**src/qracc_pkg.sv**
```systemverilog
// Register map, field positions and enums; the bus is single-cycle valid/ready, no AXI4-Lite
package qracc_pkg;

    // Host bus
    localparam int BUS_ADDR_W = 32;
    localparam int BUS_DATA_W = 32;

    // Register window, low nibble picks the register
    localparam logic [BUS_ADDR_W-1:0] CSR_BASE_ADDR = 32'h0000_0010;
    localparam logic [BUS_ADDR_W-1:0] CSR_BASE_MASK = 32'hFFFF_FFF0;

    typedef enum logic [3:0] {
        CSR_REG_MAIN       = 4'd0,
        CSR_REG_CONFIG     = 4'd1,
        CSR_REG_IFMAP_DIMS = 4'd2,
        CSR_REG_OFMAP_DIMS = 4'd3,
        CSR_REG_CHANNELS   = 4'd4,
        CSR_REG_OFFSETS    = 4'd5
    } csr_names_t;

    // Field widths
    localparam int DIM_W     = 16; // Dimensions, channels, offsets
    localparam int SMALL_W   = 4;  // Stride, filter size, bit counts, ADC shift
    localparam int JOB_CNT_W = 8;
    localparam int TRIGGER_W = 3;
    localparam int STATE_W   = 4;

    // Host commands carried in MAIN[2:0]
    typedef enum logic [TRIGGER_W-1:0] {
        TRIGGER_IDLE = 3'd0,
        TRIGGER_RUN  = 3'd1
    } qracc_trigger_t;

    // Controller state, visible in MAIN readback
    typedef enum logic [STATE_W-1:0] {
        ST_IDLE = 4'd0,
        ST_RUN  = 4'd1,
        ST_DONE = 4'd2 // Single cycle after the last item
    } qracc_state_t;

    // MAIN write side
    localparam int MAIN_TRIG_LSB  = 0;
    localparam int MAIN_CLEAR_BIT = 3;

    // MAIN read side, all other bits zero
    localparam int MAIN_COUNT_LSB = 0;
    localparam int MAIN_STATE_LSB = 20;
    localparam int MAIN_BUSY_BIT  = 27;

    // CONFIG register, only the strides leave the CSR block
    localparam int CFG_STRIDE_X_LSB = 16;
    localparam int CFG_STRIDE_Y_LSB = 20;

    // Two-field registers (dims, offsets) split into halves
    localparam int FIELD_X_LSB = 0;
    localparam int FIELD_Y_LSB = 16;

endpackage

```
**src/qracc_csr.sv**
```systemverilog
// Config writes stall while busy; MAIN is status on read, trigger/clear strobes on write
`timescale 1ns/1ps

module qracc_csr (
    input  logic                               clk,
    input  logic                               nrst,
    input  logic                               bus_valid_i,
    input  logic [qracc_pkg::BUS_ADDR_W-1:0]   bus_addr_i,
    input  logic                               bus_wen_i,
    input  logic [qracc_pkg::BUS_DATA_W-1:0]   bus_wdata_i,
    output logic                               bus_ready_o,
    output logic [qracc_pkg::BUS_DATA_W-1:0]   bus_rdata_o,
    output logic                               trig_run_o,
    output logic                               trig_clear_o,
    input  logic                               busy_i,
    input  qracc_pkg::qracc_state_t            state_i,
    input  logic [qracc_pkg::JOB_CNT_W-1:0]    job_count_i,
    output logic [qracc_pkg::DIM_W-1:0]        out_dimx_o,
    output logic [qracc_pkg::DIM_W-1:0]        out_dimy_o,
    output logic [qracc_pkg::SMALL_W-1:0]      stride_x_o,
    output logic [qracc_pkg::SMALL_W-1:0]      stride_y_o,
    output logic [qracc_pkg::DIM_W-1:0]        offset_x_o,
    output logic [qracc_pkg::DIM_W-1:0]        offset_y_o
);
    import qracc_pkg::*;

    // CONFIG..OFFSETS storage; MAIN has no storage of its own
    logic [BUS_DATA_W-1:0] cfg_regs_q [CSR_REG_CONFIG:CSR_REG_OFFSETS];

    csr_names_t            csr_idx;
    logic                  in_window;
    logic                  cfg_hit;
    logic                  accept;
    logic                  main_wr;
    logic [BUS_DATA_W-1:0] main_rd;

    // Address decode
    assign in_window = (bus_addr_i & CSR_BASE_MASK) == CSR_BASE_ADDR;
    assign csr_idx   = csr_names_t'(bus_addr_i[3:0]);
    assign cfg_hit   = in_window && (csr_idx >= CSR_REG_CONFIG) && (csr_idx <= CSR_REG_OFFSETS);

    // Only config accesses wait for the job to finish
    assign bus_ready_o = !(busy_i && cfg_hit);
    assign accept      = bus_valid_i && bus_ready_o;
    assign main_wr     = accept && bus_wen_i && in_window && (csr_idx == CSR_REG_MAIN);

    // Strobes in the accept cycle itself
    assign trig_run_o   = main_wr &&
        (qracc_trigger_t'(bus_wdata_i[MAIN_TRIG_LSB +: TRIGGER_W]) == TRIGGER_RUN);
    assign trig_clear_o = main_wr && bus_wdata_i[MAIN_CLEAR_BIT];

    // MAIN status word
    always_comb begin
        main_rd = '0;
        main_rd[MAIN_BUSY_BIT] = busy_i;
        main_rd[MAIN_STATE_LSB +: STATE_W] = state_i;
        main_rd[MAIN_COUNT_LSB +: JOB_CNT_W] = job_count_i;
    end

    always_ff @(posedge clk or negedge nrst) begin
        if (!nrst) begin
            for (int i = CSR_REG_CONFIG; i <= CSR_REG_OFFSETS; i++) begin
                cfg_regs_q[i] <= '0;
            end
        end else if (accept && bus_wen_i && cfg_hit) begin
            cfg_regs_q[csr_idx] <= bus_wdata_i;
        end
    end

    // Read data held until the next accepted read
    always_ff @(posedge clk or negedge nrst) begin
        if (!nrst) begin
            bus_rdata_o <= '0;
        end else if (accept && !bus_wen_i) begin
            if (!in_window) begin
                bus_rdata_o <= '0; // Outside the window
            end else if (csr_idx == CSR_REG_MAIN) begin
                bus_rdata_o <= main_rd;
            end else if (cfg_hit) begin
                bus_rdata_o <= cfg_regs_q[csr_idx];
            end else begin
                bus_rdata_o <= '0; // Unmapped index
            end
        end
    end

    // Filter size, bit counts, ADC shift, ifmap dims and channels stay readback only
    assign stride_x_o = cfg_regs_q[CSR_REG_CONFIG][CFG_STRIDE_X_LSB +: SMALL_W];
    assign stride_y_o = cfg_regs_q[CSR_REG_CONFIG][CFG_STRIDE_Y_LSB +: SMALL_W];
    assign out_dimx_o = cfg_regs_q[CSR_REG_OFMAP_DIMS][FIELD_X_LSB +: DIM_W];
    assign out_dimy_o = cfg_regs_q[CSR_REG_OFMAP_DIMS][FIELD_Y_LSB +: DIM_W];
    assign offset_x_o = cfg_regs_q[CSR_REG_OFFSETS][FIELD_X_LSB +: DIM_W];
    assign offset_y_o = cfg_regs_q[CSR_REG_OFFSETS][FIELD_Y_LSB +: DIM_W];

    // The configuration seen by the scan must not move under a running job
    a_no_cfg_write_busy: assert property (
        @(posedge clk) disable iff (!nrst)
        busy_i |=> $stable({cfg_regs_q[CSR_REG_CONFIG], cfg_regs_q[CSR_REG_IFMAP_DIMS],
            cfg_regs_q[CSR_REG_OFMAP_DIMS], cfg_regs_q[CSR_REG_CHANNELS],
            cfg_regs_q[CSR_REG_OFFSETS]})
    );

endmodule

```
**src/qracc_ctrl.sv**
```systemverilog
// Job sequencer; RUN while busy is dropped, clear beats RUN, zero-size jobs skip the scan
`timescale 1ns/1ps

module qracc_ctrl (
    input  logic                            clk,
    input  logic                            nrst,
    input  logic                            trig_run_i,
    input  logic                            trig_clear_i,
    input  logic                            scan_done_i,
    input  logic [qracc_pkg::DIM_W-1:0]     out_dimx_i,
    input  logic [qracc_pkg::DIM_W-1:0]     out_dimy_i,
    output logic                            busy_o,
    output qracc_pkg::qracc_state_t         state_o,
    output logic [qracc_pkg::JOB_CNT_W-1:0] job_count_o,
    output logic                            scan_start_o,
    output logic                            scan_abort_o
);
    import qracc_pkg::*;

    qracc_state_t state_d;
    logic         busy_d;
    logic         zero_size;
    logic         run_accept;
    logic         finish;
    logic         count_en;

    // Config is frozen while busy, so checking dims in RUN is safe
    assign zero_size  = (out_dimx_i == '0) || (out_dimy_i == '0);
    assign run_accept = trig_run_i && !trig_clear_i && !busy_o;
    assign finish     = (state_o == ST_RUN) && (scan_done_i || zero_size);
    assign count_en   = finish && !trig_clear_i; // Aborted jobs don't count

    assign scan_start_o = run_accept && !zero_size; // Lands with busy on the same edge
    assign scan_abort_o = trig_clear_i;

    always_comb begin
        state_d = state_o;
        busy_d  = busy_o;
        if (trig_clear_i) begin
            state_d = ST_IDLE;
            busy_d  = 1'b0;
        end else if (run_accept) begin
            state_d = ST_RUN; // Also from DONE, back to back
            busy_d  = 1'b1;
        end else if (finish) begin
            state_d = ST_DONE;
            busy_d  = 1'b0;
        end else if (state_o == ST_DONE) begin
            state_d = ST_IDLE;
        end
    end

    always_ff @(posedge clk or negedge nrst) begin
        if (!nrst) begin
            state_o     <= ST_IDLE;
            busy_o      <= 1'b0;
            job_count_o <= '0;
        end else begin
            state_o <= state_d;
            busy_o  <= busy_d;
            if (count_en) begin
                job_count_o <= job_count_o + 1'b1; // Wraps
            end
        end
    end

    // Busy flag and state register must agree
    a_busy_not_idle: assert property (
        @(posedge clk) disable iff (!nrst)
        busy_o |-> (state_o != ST_IDLE)
    );

endmodule

```
**src/qracc_top.sv**
```systemverilog
// Control and scan front end only; the compute array consumes the window stream outside
`timescale 1ns/1ps

module qracc_top (
    input  logic                             clk,
    input  logic                             nrst,
    input  logic                             bus_valid_i,
    input  logic [qracc_pkg::BUS_ADDR_W-1:0] bus_addr_i,
    input  logic                             bus_wen_i,
    input  logic [qracc_pkg::BUS_DATA_W-1:0] bus_wdata_i,
    output logic                             bus_ready_o,
    output logic [qracc_pkg::BUS_DATA_W-1:0] bus_rdata_o,
    output logic                             win_valid_o,
    output logic [qracc_pkg::DIM_W-1:0]      win_x_o,
    output logic [qracc_pkg::DIM_W-1:0]      win_y_o,
    output logic                             win_last_o,
    input  logic                             win_ready_i,
    output logic                             busy_o
);
    import qracc_pkg::*;

    logic                 trig_run;
    logic                 trig_clear;
    qracc_state_t         state;
    logic [JOB_CNT_W-1:0] job_count;
    logic [DIM_W-1:0]     out_dimx;
    logic [DIM_W-1:0]     out_dimy;
    logic [SMALL_W-1:0]   stride_x;
    logic [SMALL_W-1:0]   stride_y;
    logic [DIM_W-1:0]     offset_x;
    logic [DIM_W-1:0]     offset_y;
    logic                 scan_start;
    logic                 scan_abort;
    logic                 scan_done;

    qracc_csr u_csr (
        .clk(clk), .nrst(nrst),
        .bus_valid_i(bus_valid_i), .bus_addr_i(bus_addr_i),
        .bus_wen_i(bus_wen_i), .bus_wdata_i(bus_wdata_i),
        .bus_ready_o(bus_ready_o), .bus_rdata_o(bus_rdata_o),
        .trig_run_o(trig_run), .trig_clear_o(trig_clear),
        .busy_i(busy_o), .state_i(state), .job_count_i(job_count),
        .out_dimx_o(out_dimx), .out_dimy_o(out_dimy),
        .stride_x_o(stride_x), .stride_y_o(stride_y),
        .offset_x_o(offset_x), .offset_y_o(offset_y)
    );

    qracc_ctrl u_ctrl (
        .clk(clk), .nrst(nrst),
        .trig_run_i(trig_run), .trig_clear_i(trig_clear), .scan_done_i(scan_done),
        .out_dimx_i(out_dimx), .out_dimy_i(out_dimy),
        .busy_o(busy_o), .state_o(state), .job_count_o(job_count),
        .scan_start_o(scan_start), .scan_abort_o(scan_abort)
    );

    qracc_window_gen u_window_gen (
        .clk(clk), .nrst(nrst),
        .scan_start_i(scan_start), .scan_abort_i(scan_abort),
        .out_dimx_i(out_dimx), .out_dimy_i(out_dimy),
        .stride_x_i(stride_x), .stride_y_i(stride_y),
        .offset_x_i(offset_x), .offset_y_i(offset_y),
        .win_ready_i(win_ready_i), .scan_done_o(scan_done),
        .win_valid_o(win_valid_o), .win_x_o(win_x_o), .win_y_o(win_y_o),
        .win_last_o(win_last_o)
    );

endmodule

```
**src/qracc_window_gen.sv**
```systemverilog
// Raster scan of output pixels, origins wrap at 16 bits; start is ignored unless idle
`timescale 1ns/1ps

module qracc_window_gen (
    input  logic                          clk,
    input  logic                          nrst,
    input  logic                          scan_start_i,
    input  logic                          scan_abort_i,
    input  logic [qracc_pkg::DIM_W-1:0]   out_dimx_i,
    input  logic [qracc_pkg::DIM_W-1:0]   out_dimy_i,
    input  logic [qracc_pkg::SMALL_W-1:0] stride_x_i,
    input  logic [qracc_pkg::SMALL_W-1:0] stride_y_i,
    input  logic [qracc_pkg::DIM_W-1:0]   offset_x_i,
    input  logic [qracc_pkg::DIM_W-1:0]   offset_y_i,
    input  logic                          win_ready_i,
    output logic                          scan_done_o,
    output logic                          win_valid_o,
    output logic [qracc_pkg::DIM_W-1:0]   win_x_o,
    output logic [qracc_pkg::DIM_W-1:0]   win_y_o,
    output logic                          win_last_o
);
    import qracc_pkg::*;

    logic [DIM_W-1:0] ox_q;
    logic [DIM_W-1:0] oy_q;
    logic             x_end;
    logic             y_end;
    logic             fire;

    assign x_end = (ox_q == out_dimx_i - 1'b1);
    assign y_end = (oy_q == out_dimy_i - 1'b1);
    assign fire  = win_valid_o && win_ready_i;

    assign win_last_o  = win_valid_o && x_end && y_end;
    assign scan_done_o = fire && x_end && y_end;

    // Counters and valid
    always_ff @(posedge clk or negedge nrst) begin
        if (!nrst) begin
            win_valid_o <= 1'b0;
            ox_q        <= '0;
            oy_q        <= '0;
        end else if (scan_abort_i) begin
            win_valid_o <= 1'b0;
        end else if (scan_start_i && !win_valid_o) begin
            win_valid_o <= 1'b1;
            ox_q        <= '0;
            oy_q        <= '0;
        end else if (fire) begin
            if (x_end && y_end) begin
                win_valid_o <= 1'b0;
            end else if (x_end) begin
                ox_q <= '0;
                oy_q <= oy_q + 1'b1;
            end else begin
                ox_q <= ox_q + 1'b1;
            end
        end
    end

    // Origins built by adding strides, no multiplier
    always_ff @(posedge clk) begin
        if (scan_start_i && !win_valid_o) begin
            win_x_o <= offset_x_i;
            win_y_o <= offset_y_i;
        end else if (fire && !y_end && x_end) begin
            win_x_o <= offset_x_i; // New row
            win_y_o <= win_y_o + DIM_W'(stride_y_i);
        end else if (fire && !x_end) begin
            win_x_o <= win_x_o + DIM_W'(stride_x_i);
        end
    end

    // Stalled item holds until taken or aborted
    a_stall_stable: assert property (
        @(posedge clk) disable iff (!nrst)
        (win_valid_o && !win_ready_i && !scan_abort_i) |=>
            (win_valid_o && $stable(win_x_o) && $stable(win_y_o) && $stable(win_last_o))
    );

endmodule

```
**config.mk**
```make
export PLATFORM = sky130hd
export DESIGN_NAME = qracc_top
export DESIGN_NICKNAME = d
export VERILOG_FILES = /design/src/qracc_pkg.sv /design/src/qracc_csr.sv /design/src/qracc_ctrl.sv /design/src/qracc_top.sv /design/src/qracc_window_gen.sv
export SDC_FILE = /design/constraint.sdc
export NUM_CORES = 1
export LEC_CHECK = 0
export BUFFER_PORTS_ARGS = -buffer_cell sky130_fd_sc_hd__buf_2
export CORE_MARGIN = 10
export CORE_UTILIZATION = 40
export DETAILED_ROUTE_END_ITERATION = 8
export GPL_TIMING_DRIVEN = 0
export PLACE_DENSITY = 0.67
export SYNTH_ARGS = -nofsm -noshare
export SYNTH_HDL_FRONTEND = slang
export SYNTH_SLANG_ARGS = --single-unit
```
**constraint.sdc**
```tcl
create_clock -name clk -period 3.95 [get_ports clk]
set_clock_uncertainty 0.1 [all_clocks]
set_input_delay 0.5925 -clock clk [delete_from_list [all_inputs] [get_ports clk]]
set_output_delay 0.5925 -clock clk [all_outputs]
set_load 0.01 [all_outputs]
```
=== After elaboration in Yosys (flattened, before gate mapping) ===
Cells that the tools add are included.
Widths: inputs -> output; s select.

* Word-level logic and storage cells: 118
* Register bits after elaboration: 270
* Bits of input ports: 69
* Output and inout port bits: 68

* $add $sub $neg: 7
* $lt $le $gt $ge: 4
* Bitwise operators: 2
* Reductions and logical operators: 51
* Eq/ne operators: 7
* Multiplexer cells: 33

{| class="wikitable"
|+ Operators by type and width
! operator !! number
|-
| $mux 16 || 13
|-
| $mux 32 || 6
|-
| $bwmux 160 || 1
|-
| $bmux 32 s3 || 1
|-
| $demux 32 s3 || 1
|-
| $add 16x1->16 const B || 2
|-
| $add 16x4->16 || 2
|-
| $eq 16x16->1 || 2
|-
| $logic_not 16->1 || 2
|-
| $sub 16x1->16 const B || 2
|-
| $eq 28x1->1 const B || 1
|-
| $logic_and 1x1->1 || 27
|-
| $mux 4 || 4
|-
| $reduce_bool 3->1 || 4
|-
| $add 8x1->8 const B || 1
|-
| $logic_not 1->1 || 8
|-
| $mux 1 || 7
|-
| $reduce_bool 2->1 || 3
|-
| $ge 5x4->1 const B || 1
|-
| $lt 5x1->1 const B || 1
|-
| $not 4->5 || 1
|-
| $eq 4x1->1 const B || 1
|-
| $eq 4x2->1 const B || 1
|-
| $ge 4x1->1 const B || 1
|-
| 10 further kinds || 11
|}

=== Logic depth before layout (Yosys ltp) ===
* Depth after elaboration: 17
* Gate-level depth with buffers: 14
* Gate-level depth less buffers: 11

=== Cells and area by module ===
Synthesis repeated with hierarchy kept, for this count alone.

* Cells, all modules: 1,385
* Area, all modules: 14,988.1 sq um

{| class="wikitable"
|+ Modules (own cells, without submodules)
! module !! area each (sq um) !! instances !! cells an instance !! seq. area each (sq um)
|-
| qracc_csr || 9,177.6 || 1 || 732 || 4,804.6
|-
| qracc_window_gen || 5,171.2 || 1 || 593 || 1,786.7
|-
| qracc_ctrl || 639.4 || 1 || 60 || 275.3
|}

=== Worst setup path before layout ===
OpenSTA, ideal clock, no wires.

* Path kind: register -> register
* Start: reg u_csr.cfg_regs_q, in the netlist u_csr.out_dimy_o[0]
* End: reg u_window_gen.win_x_o[0] in the netlist's numbering, enable pin
* Path buffers: 1
* Cell stages (with the launch flop): 11
* Arrival time: 3.556 ns
* Clock period less this slack: 4.067 ns
* Path slack: -0.117 ns
* Data required time: 3.439 ns
* Setup time: 0.411 ns
* Path through: dfrtp_1 > inv_1 > ha_1 > or4b_4 > or3_4 > o211a_1 > o22ai_1 > nor4_2 > and4b_1 > buf_4 > o21ai_0

* Cells in the longest elaborated chain, start to end: 6
* Elaborated cells on any way between the ends: 11
* Those cells by class: add/sub: 1; eq/ne: 1; reduce/logical: 9

{| class="wikitable"
|+ Ends and longest elaborated chain
! element !! line !! text
|-
| from (decl) || qracc_csr.sv:28 || <nowiki>logic [BUS_DATA_W-1:0] cfg_regs_q [CSR_REG_CONFIG:CSR_REG_OFFSETS];</nowiki>
|-
| from (signal, indexed assignment) || qracc_csr.sv:66 || <nowiki>cfg_regs_q[csr_idx] <= bus_wdata_i;</nowiki>
|-
| $sub 16x1->16 or $logic_not 16->1 (tied branches) || qracc_window_gen.sv:31, qracc_ctrl.sv:28 ||
|-
| $eq 16x16->1 or $logic_or 1x1->1 (tied branches) || qracc_window_gen.sv:31, qracc_ctrl.sv:28 ||
|-
| $logic_not 1->1 (on tied branches) || qracc_window_gen.sv:66, qracc_ctrl.sv:33 ||
|-
| $logic_and 1x1->1 (on tied branches) || qracc_window_gen.sv:66, qracc_ctrl.sv:33 ||
|-
| $logic_and 1x1->1 (on tied branches) || qracc_window_gen.sv:66, qracc_window_gen.sv:63 ||
|-
| $reduce_bool 3->1 (no source line) * || - ||
|-
| to (signal assigned) || qracc_window_gen.sv:64 || <nowiki>win_x_o <= offset_x_i;</nowiki>
|-
| to (signal assigned) || qracc_window_gen.sv:67 || <nowiki>win_x_o <= offset_x_i;</nowiki>
|-
| to (signal assigned) || qracc_window_gen.sv:70 || <nowiki>win_x_o <= win_x_o + DIM_W'(stride_x_i);</nowiki>
|-
| to (decl) || qracc_window_gen.sv:18 || <nowiki>output logic [qracc_pkg::DIM_W-1:0] win_x_o,</nowiki>
|}

Mark *: on every way between the ends. The rest lies on a longest branch, timed or not.
A chain may end at the register's enable or synchronous reset.

=== Worst setup path in the final report ===
* Start: reg u_csr.cfg_regs_q, in the netlist u_csr.out_dimy_o[1]
* End: out win_last_o

* Cells in the longest elaborated chain, start to end: 3

{| class="wikitable"
|+ Ends and longest elaborated chain
! element !! line !! text
|-
| $sub 16x1->16 || qracc_window_gen.sv:31 || <nowiki>assign y_end = (oy_q == out_dimy_i - 1'b1);</nowiki>
|-
| $eq 16x16->1 || qracc_window_gen.sv:31 ||
|-
| $logic_and 1x1->1 || qracc_window_gen.sv:34 || <nowiki>assign win_last_o = win_valid_o && x_end && y_end;</nowiki>
|-
| to (decl) || qracc_top.sv:16 || <nowiki>output logic win_last_o,</nowiki>
|}

No other way between the ends.

==> results.cfg <==
[setup_path]
crit_arrival_ns = 3.51
required_ns = 3.26
crit_path_cell_trace = inv_2, ha_4, or4b_4, or3_4, nor4_4, o22ai_2, nor4_4, and4b_1, buf_6, and2_4, buf_6
slowest_stage = or4b_4
critPathBufInv = 3
path_class = register to output port
max_stage_delay_ns = 0.47
path_max_fanout = 3
cp-start-kind = register
critPathCaptureType = output port
crit_family = simple AND/OR/NAND/NOR gates

[timing]
fin_ws_ns = -0.257
maxSlewViolCount = 0
slew_headroom = 0.245
worst_pin_slew_ns = 1.10
finalSetupViolCount = 1
finalCriticalPeriod_ns = 4.21
fmax_ghz = 0.238
fin_crit_sh = 1.07
hold_viol = 0
rsz0062_at_grt = yes

[floorplanning]
core-area_um2 = 34600
chipHeight_um = 208
io_pins = 137
rows = 68
die_area_um2 = 43100
die_w_um = 208
start_util = 0.407

[clock_tree]
numCtsBuffers = 31
clock_latency_ns = 0.59
root_buffer = clkbuf_16
clk_path_buf_depth = 3
cts.sinks = 268
htreeDepth = 1
clk_pin_slew_ns = 0.07
cts_tree = done

[placed_design]
placed_cells = 1806
place_ws_ns = -0.457
dp_hpwl_um = 29600
routabilityCongestion = 0.911
io_buffers = 135
post_dp_cell_area_um2 = 15400

[layout]
final_area_um2 = 16700
stdcell_count = 1873
layout_common_cells = dfrtp_1, mux2_2, buf_2
fillers = 3118
nets = 1477
layout-drive-gt1-share = 0.319
area_delta_synth_final_pct = 18.4
final-seq-area_um2 = 6870
multi_input_area_um2 = 6920
layout_commonest_cell = dfrtp_1
post-route-util = 0.481

[status]
violations = negative setup slack
status = finished, violations left

[synthesis]
ys_ff_latch = 268
ys_seq_area_frac = 0.488
synth_top_area_frac = 0.419
synth_fp_nets = 1297
synth_area_leaders = dfrtp_1, mux2_2, edfxtp_1
synth_area_leader_cell = dfrtp_1
synth_cell_types = 73
synth_edf_count = 32
synth_flop_cell = dfrtp_1
syn-cell-area_um2 = 14100
yosysWarningCount = 0
async_reset_ff_frac = 0.881
synthCells = 1212
synth.avg_cell_area_um2 = 11.6

[routing]
route.detailed.drc = 0
avgViaCountPerCell = 5.74
wire_per_inst_um = 21.7
drt_pass1_iterations = 7
postRouteAntennaNets = 0
drt-initial-drc-count = 940
routed-via-count = 10755
wirelength_um = 40600

[global_routing]
grtUsageTotal = 0.181
first_global_vias = 11033
grt_start_max_net_pins = 113
antenna_found_initial = 1
grt_pass1_wl_um = 63300
grt_overflow = 0

[flow_run]
drv_cap = 0

[hold_path]
hold_path.class = input pin to register

[power]
leakagePower_nw = 7.75
ir_worst_vdd_mv = 0.317
powerDensity_nw_per_um2 = 358
stage by stage:
stage	TNS, ns	power [mW]	hold WS [ns]
final	-0.257	5.96	0.210
after floorplan	0	2.90	0.197
after CTS	-0.169	6.01	0.200
after detailed placement	-7.89	3.06	0.361
after global placement	-529.16	3.05	0.356
after global routing	-0.300	6.15	0.200
logic make-up (layout without fill, tap and decap cells):
group,after synthesis,in the layout,synth area share
fa+ha+maj,16,16,0.0153
buf+inv,100,304,0.0283
simple gates,284,284,0.109
mux,249,249,0.196
flops,268,268,0.488
compound gates,215,215,0.113
other cells,0,2,0
xor+xnor,80,80,0.0508
cell usage after synthesis (all sizes together), types with 3 or more instances:
| cell type | number |
|---|---|
| a2111oi | 22 |
| a211oi | 13 |
| a21o | 25 |
| a21oi | 23 |
| a221oi | 32 |
| a31oi | 4 |
| a41oi | 3 |
| and2 | 4 |
| and3 | 12 |
| and4b | 5 |
| buf | 29 |
| clkbuf | 46 |
| dfrtp | 236 |
| edfxtp | 32 |
| ha | 14 |
| inv | 25 |
| mux2 | 208 |
| mux2i | 41 |
| nand2 | 70 |
| nand2b | 9 |
| nand3 | 31 |
| nand3b | 5 |
| nand4 | 21 |
| nor2 | 42 |
| nor2b | 9 |
| nor3 | 23 |
| nor4 | 23 |
| nor4b | 3 |
| o211ai | 12 |
| o21ai | 42 |
| o21ba | 3 |
| o2bb2ai | 5 |
| o31ai | 11 |
| or2 | 5 |
| or3 | 9 |
| or4 | 7 |
| xnor2 | 45 |
| xor2 | 34 |
registers in the layout (all words and copies together) (netlist names), 2 cells and up:
register / cells
u_csr.stride_y_o: 4
u_window_gen.win_x_o: 16
u_csr.offset_y_o: 16
u_window_gen.ox_q: 16
u_window_gen.oy_q: 16
u_csr.out_dimy_o: 16
u_csr.offset_x_o: 16
u_ctrl.job_count_o: 8
u_csr.bus_rdata_o: 32
u_ctrl.state_o: 2
u_csr.cfg_regs_q: 88
u_window_gen.win_y_o: 16
u_csr.out_dimx_o: 16
u_csr.stride_x_o: 4
path summary, 6_finish.rpt:
kind	start	endpoint	slack, ns	depth (start not counted)
setup reg to reg	u_csr.out_dimy_o[1]	u_ctrl.job_count_o[7]	0.10	13
hold reg to reg	u_csr.bus_rdata_o[16]	u_csr.bus_rdata_o[16]	0.37	1
min in group asynchronous	nrst	u_csr.stride_y_o[2]	0.42	2
hold / removal	bus_wdata_i[20]	u_csr.cfg_regs_q[52]	0.21	2
max in group asynchronous	nrst	u_csr.out_dimx_o[2]	2.05	4
setup / recovery	u_csr.out_dimy_o[1]	win_last_o	-0.26	11
per-layer routing:
| metal | part of all wire | up-vias | global-route usage |
|---|---|---|---|
| li1 | - | 4918 | - |
| met1 | 0.45 | 5440 | 0.242 |
| met2 | 0.48 | 321 | 0.297 |
| met3 | 0.052 | 76 | 0.0290 |
| met4 | 0.024 | 0 | 0.0532 |
| met5 | 0 | - | 0 |
final cells by class:
cell class / instances / area share
multi-input combinational: 844 / 0.415
antenna: 2 / 0.000300
inverter: 25 / 0.00563
timing repair buffer: 149 / 0.0513
clock inverter: 16 / 0.0126
sequential: 268 / 0.412
clock buffer: 41 / 0.0506
buffer: 73 / 0.0182
tap: 455 / 0.0342
what timing repair did:
action / in CTS / in global routing
pin swaps: 6 / 7
setup buffers: 4 / 5
hold endpoints to repair: 51 / 0
hold buffers: 1 / 0
endpoints found under the setup margin: 43 / 17
gates resized for setup: 21 / 5
where the power goes:
part / total [mW] / switching (mW) / internal, mW
sequential: 2.79 / 0.00000000694 / 2.79
clock: 2.96 / 1.19 / 1.77
combinational: 0.219 / 0.159 / 0.0602
Note: power is estimated with default switching activity, not from simulation.
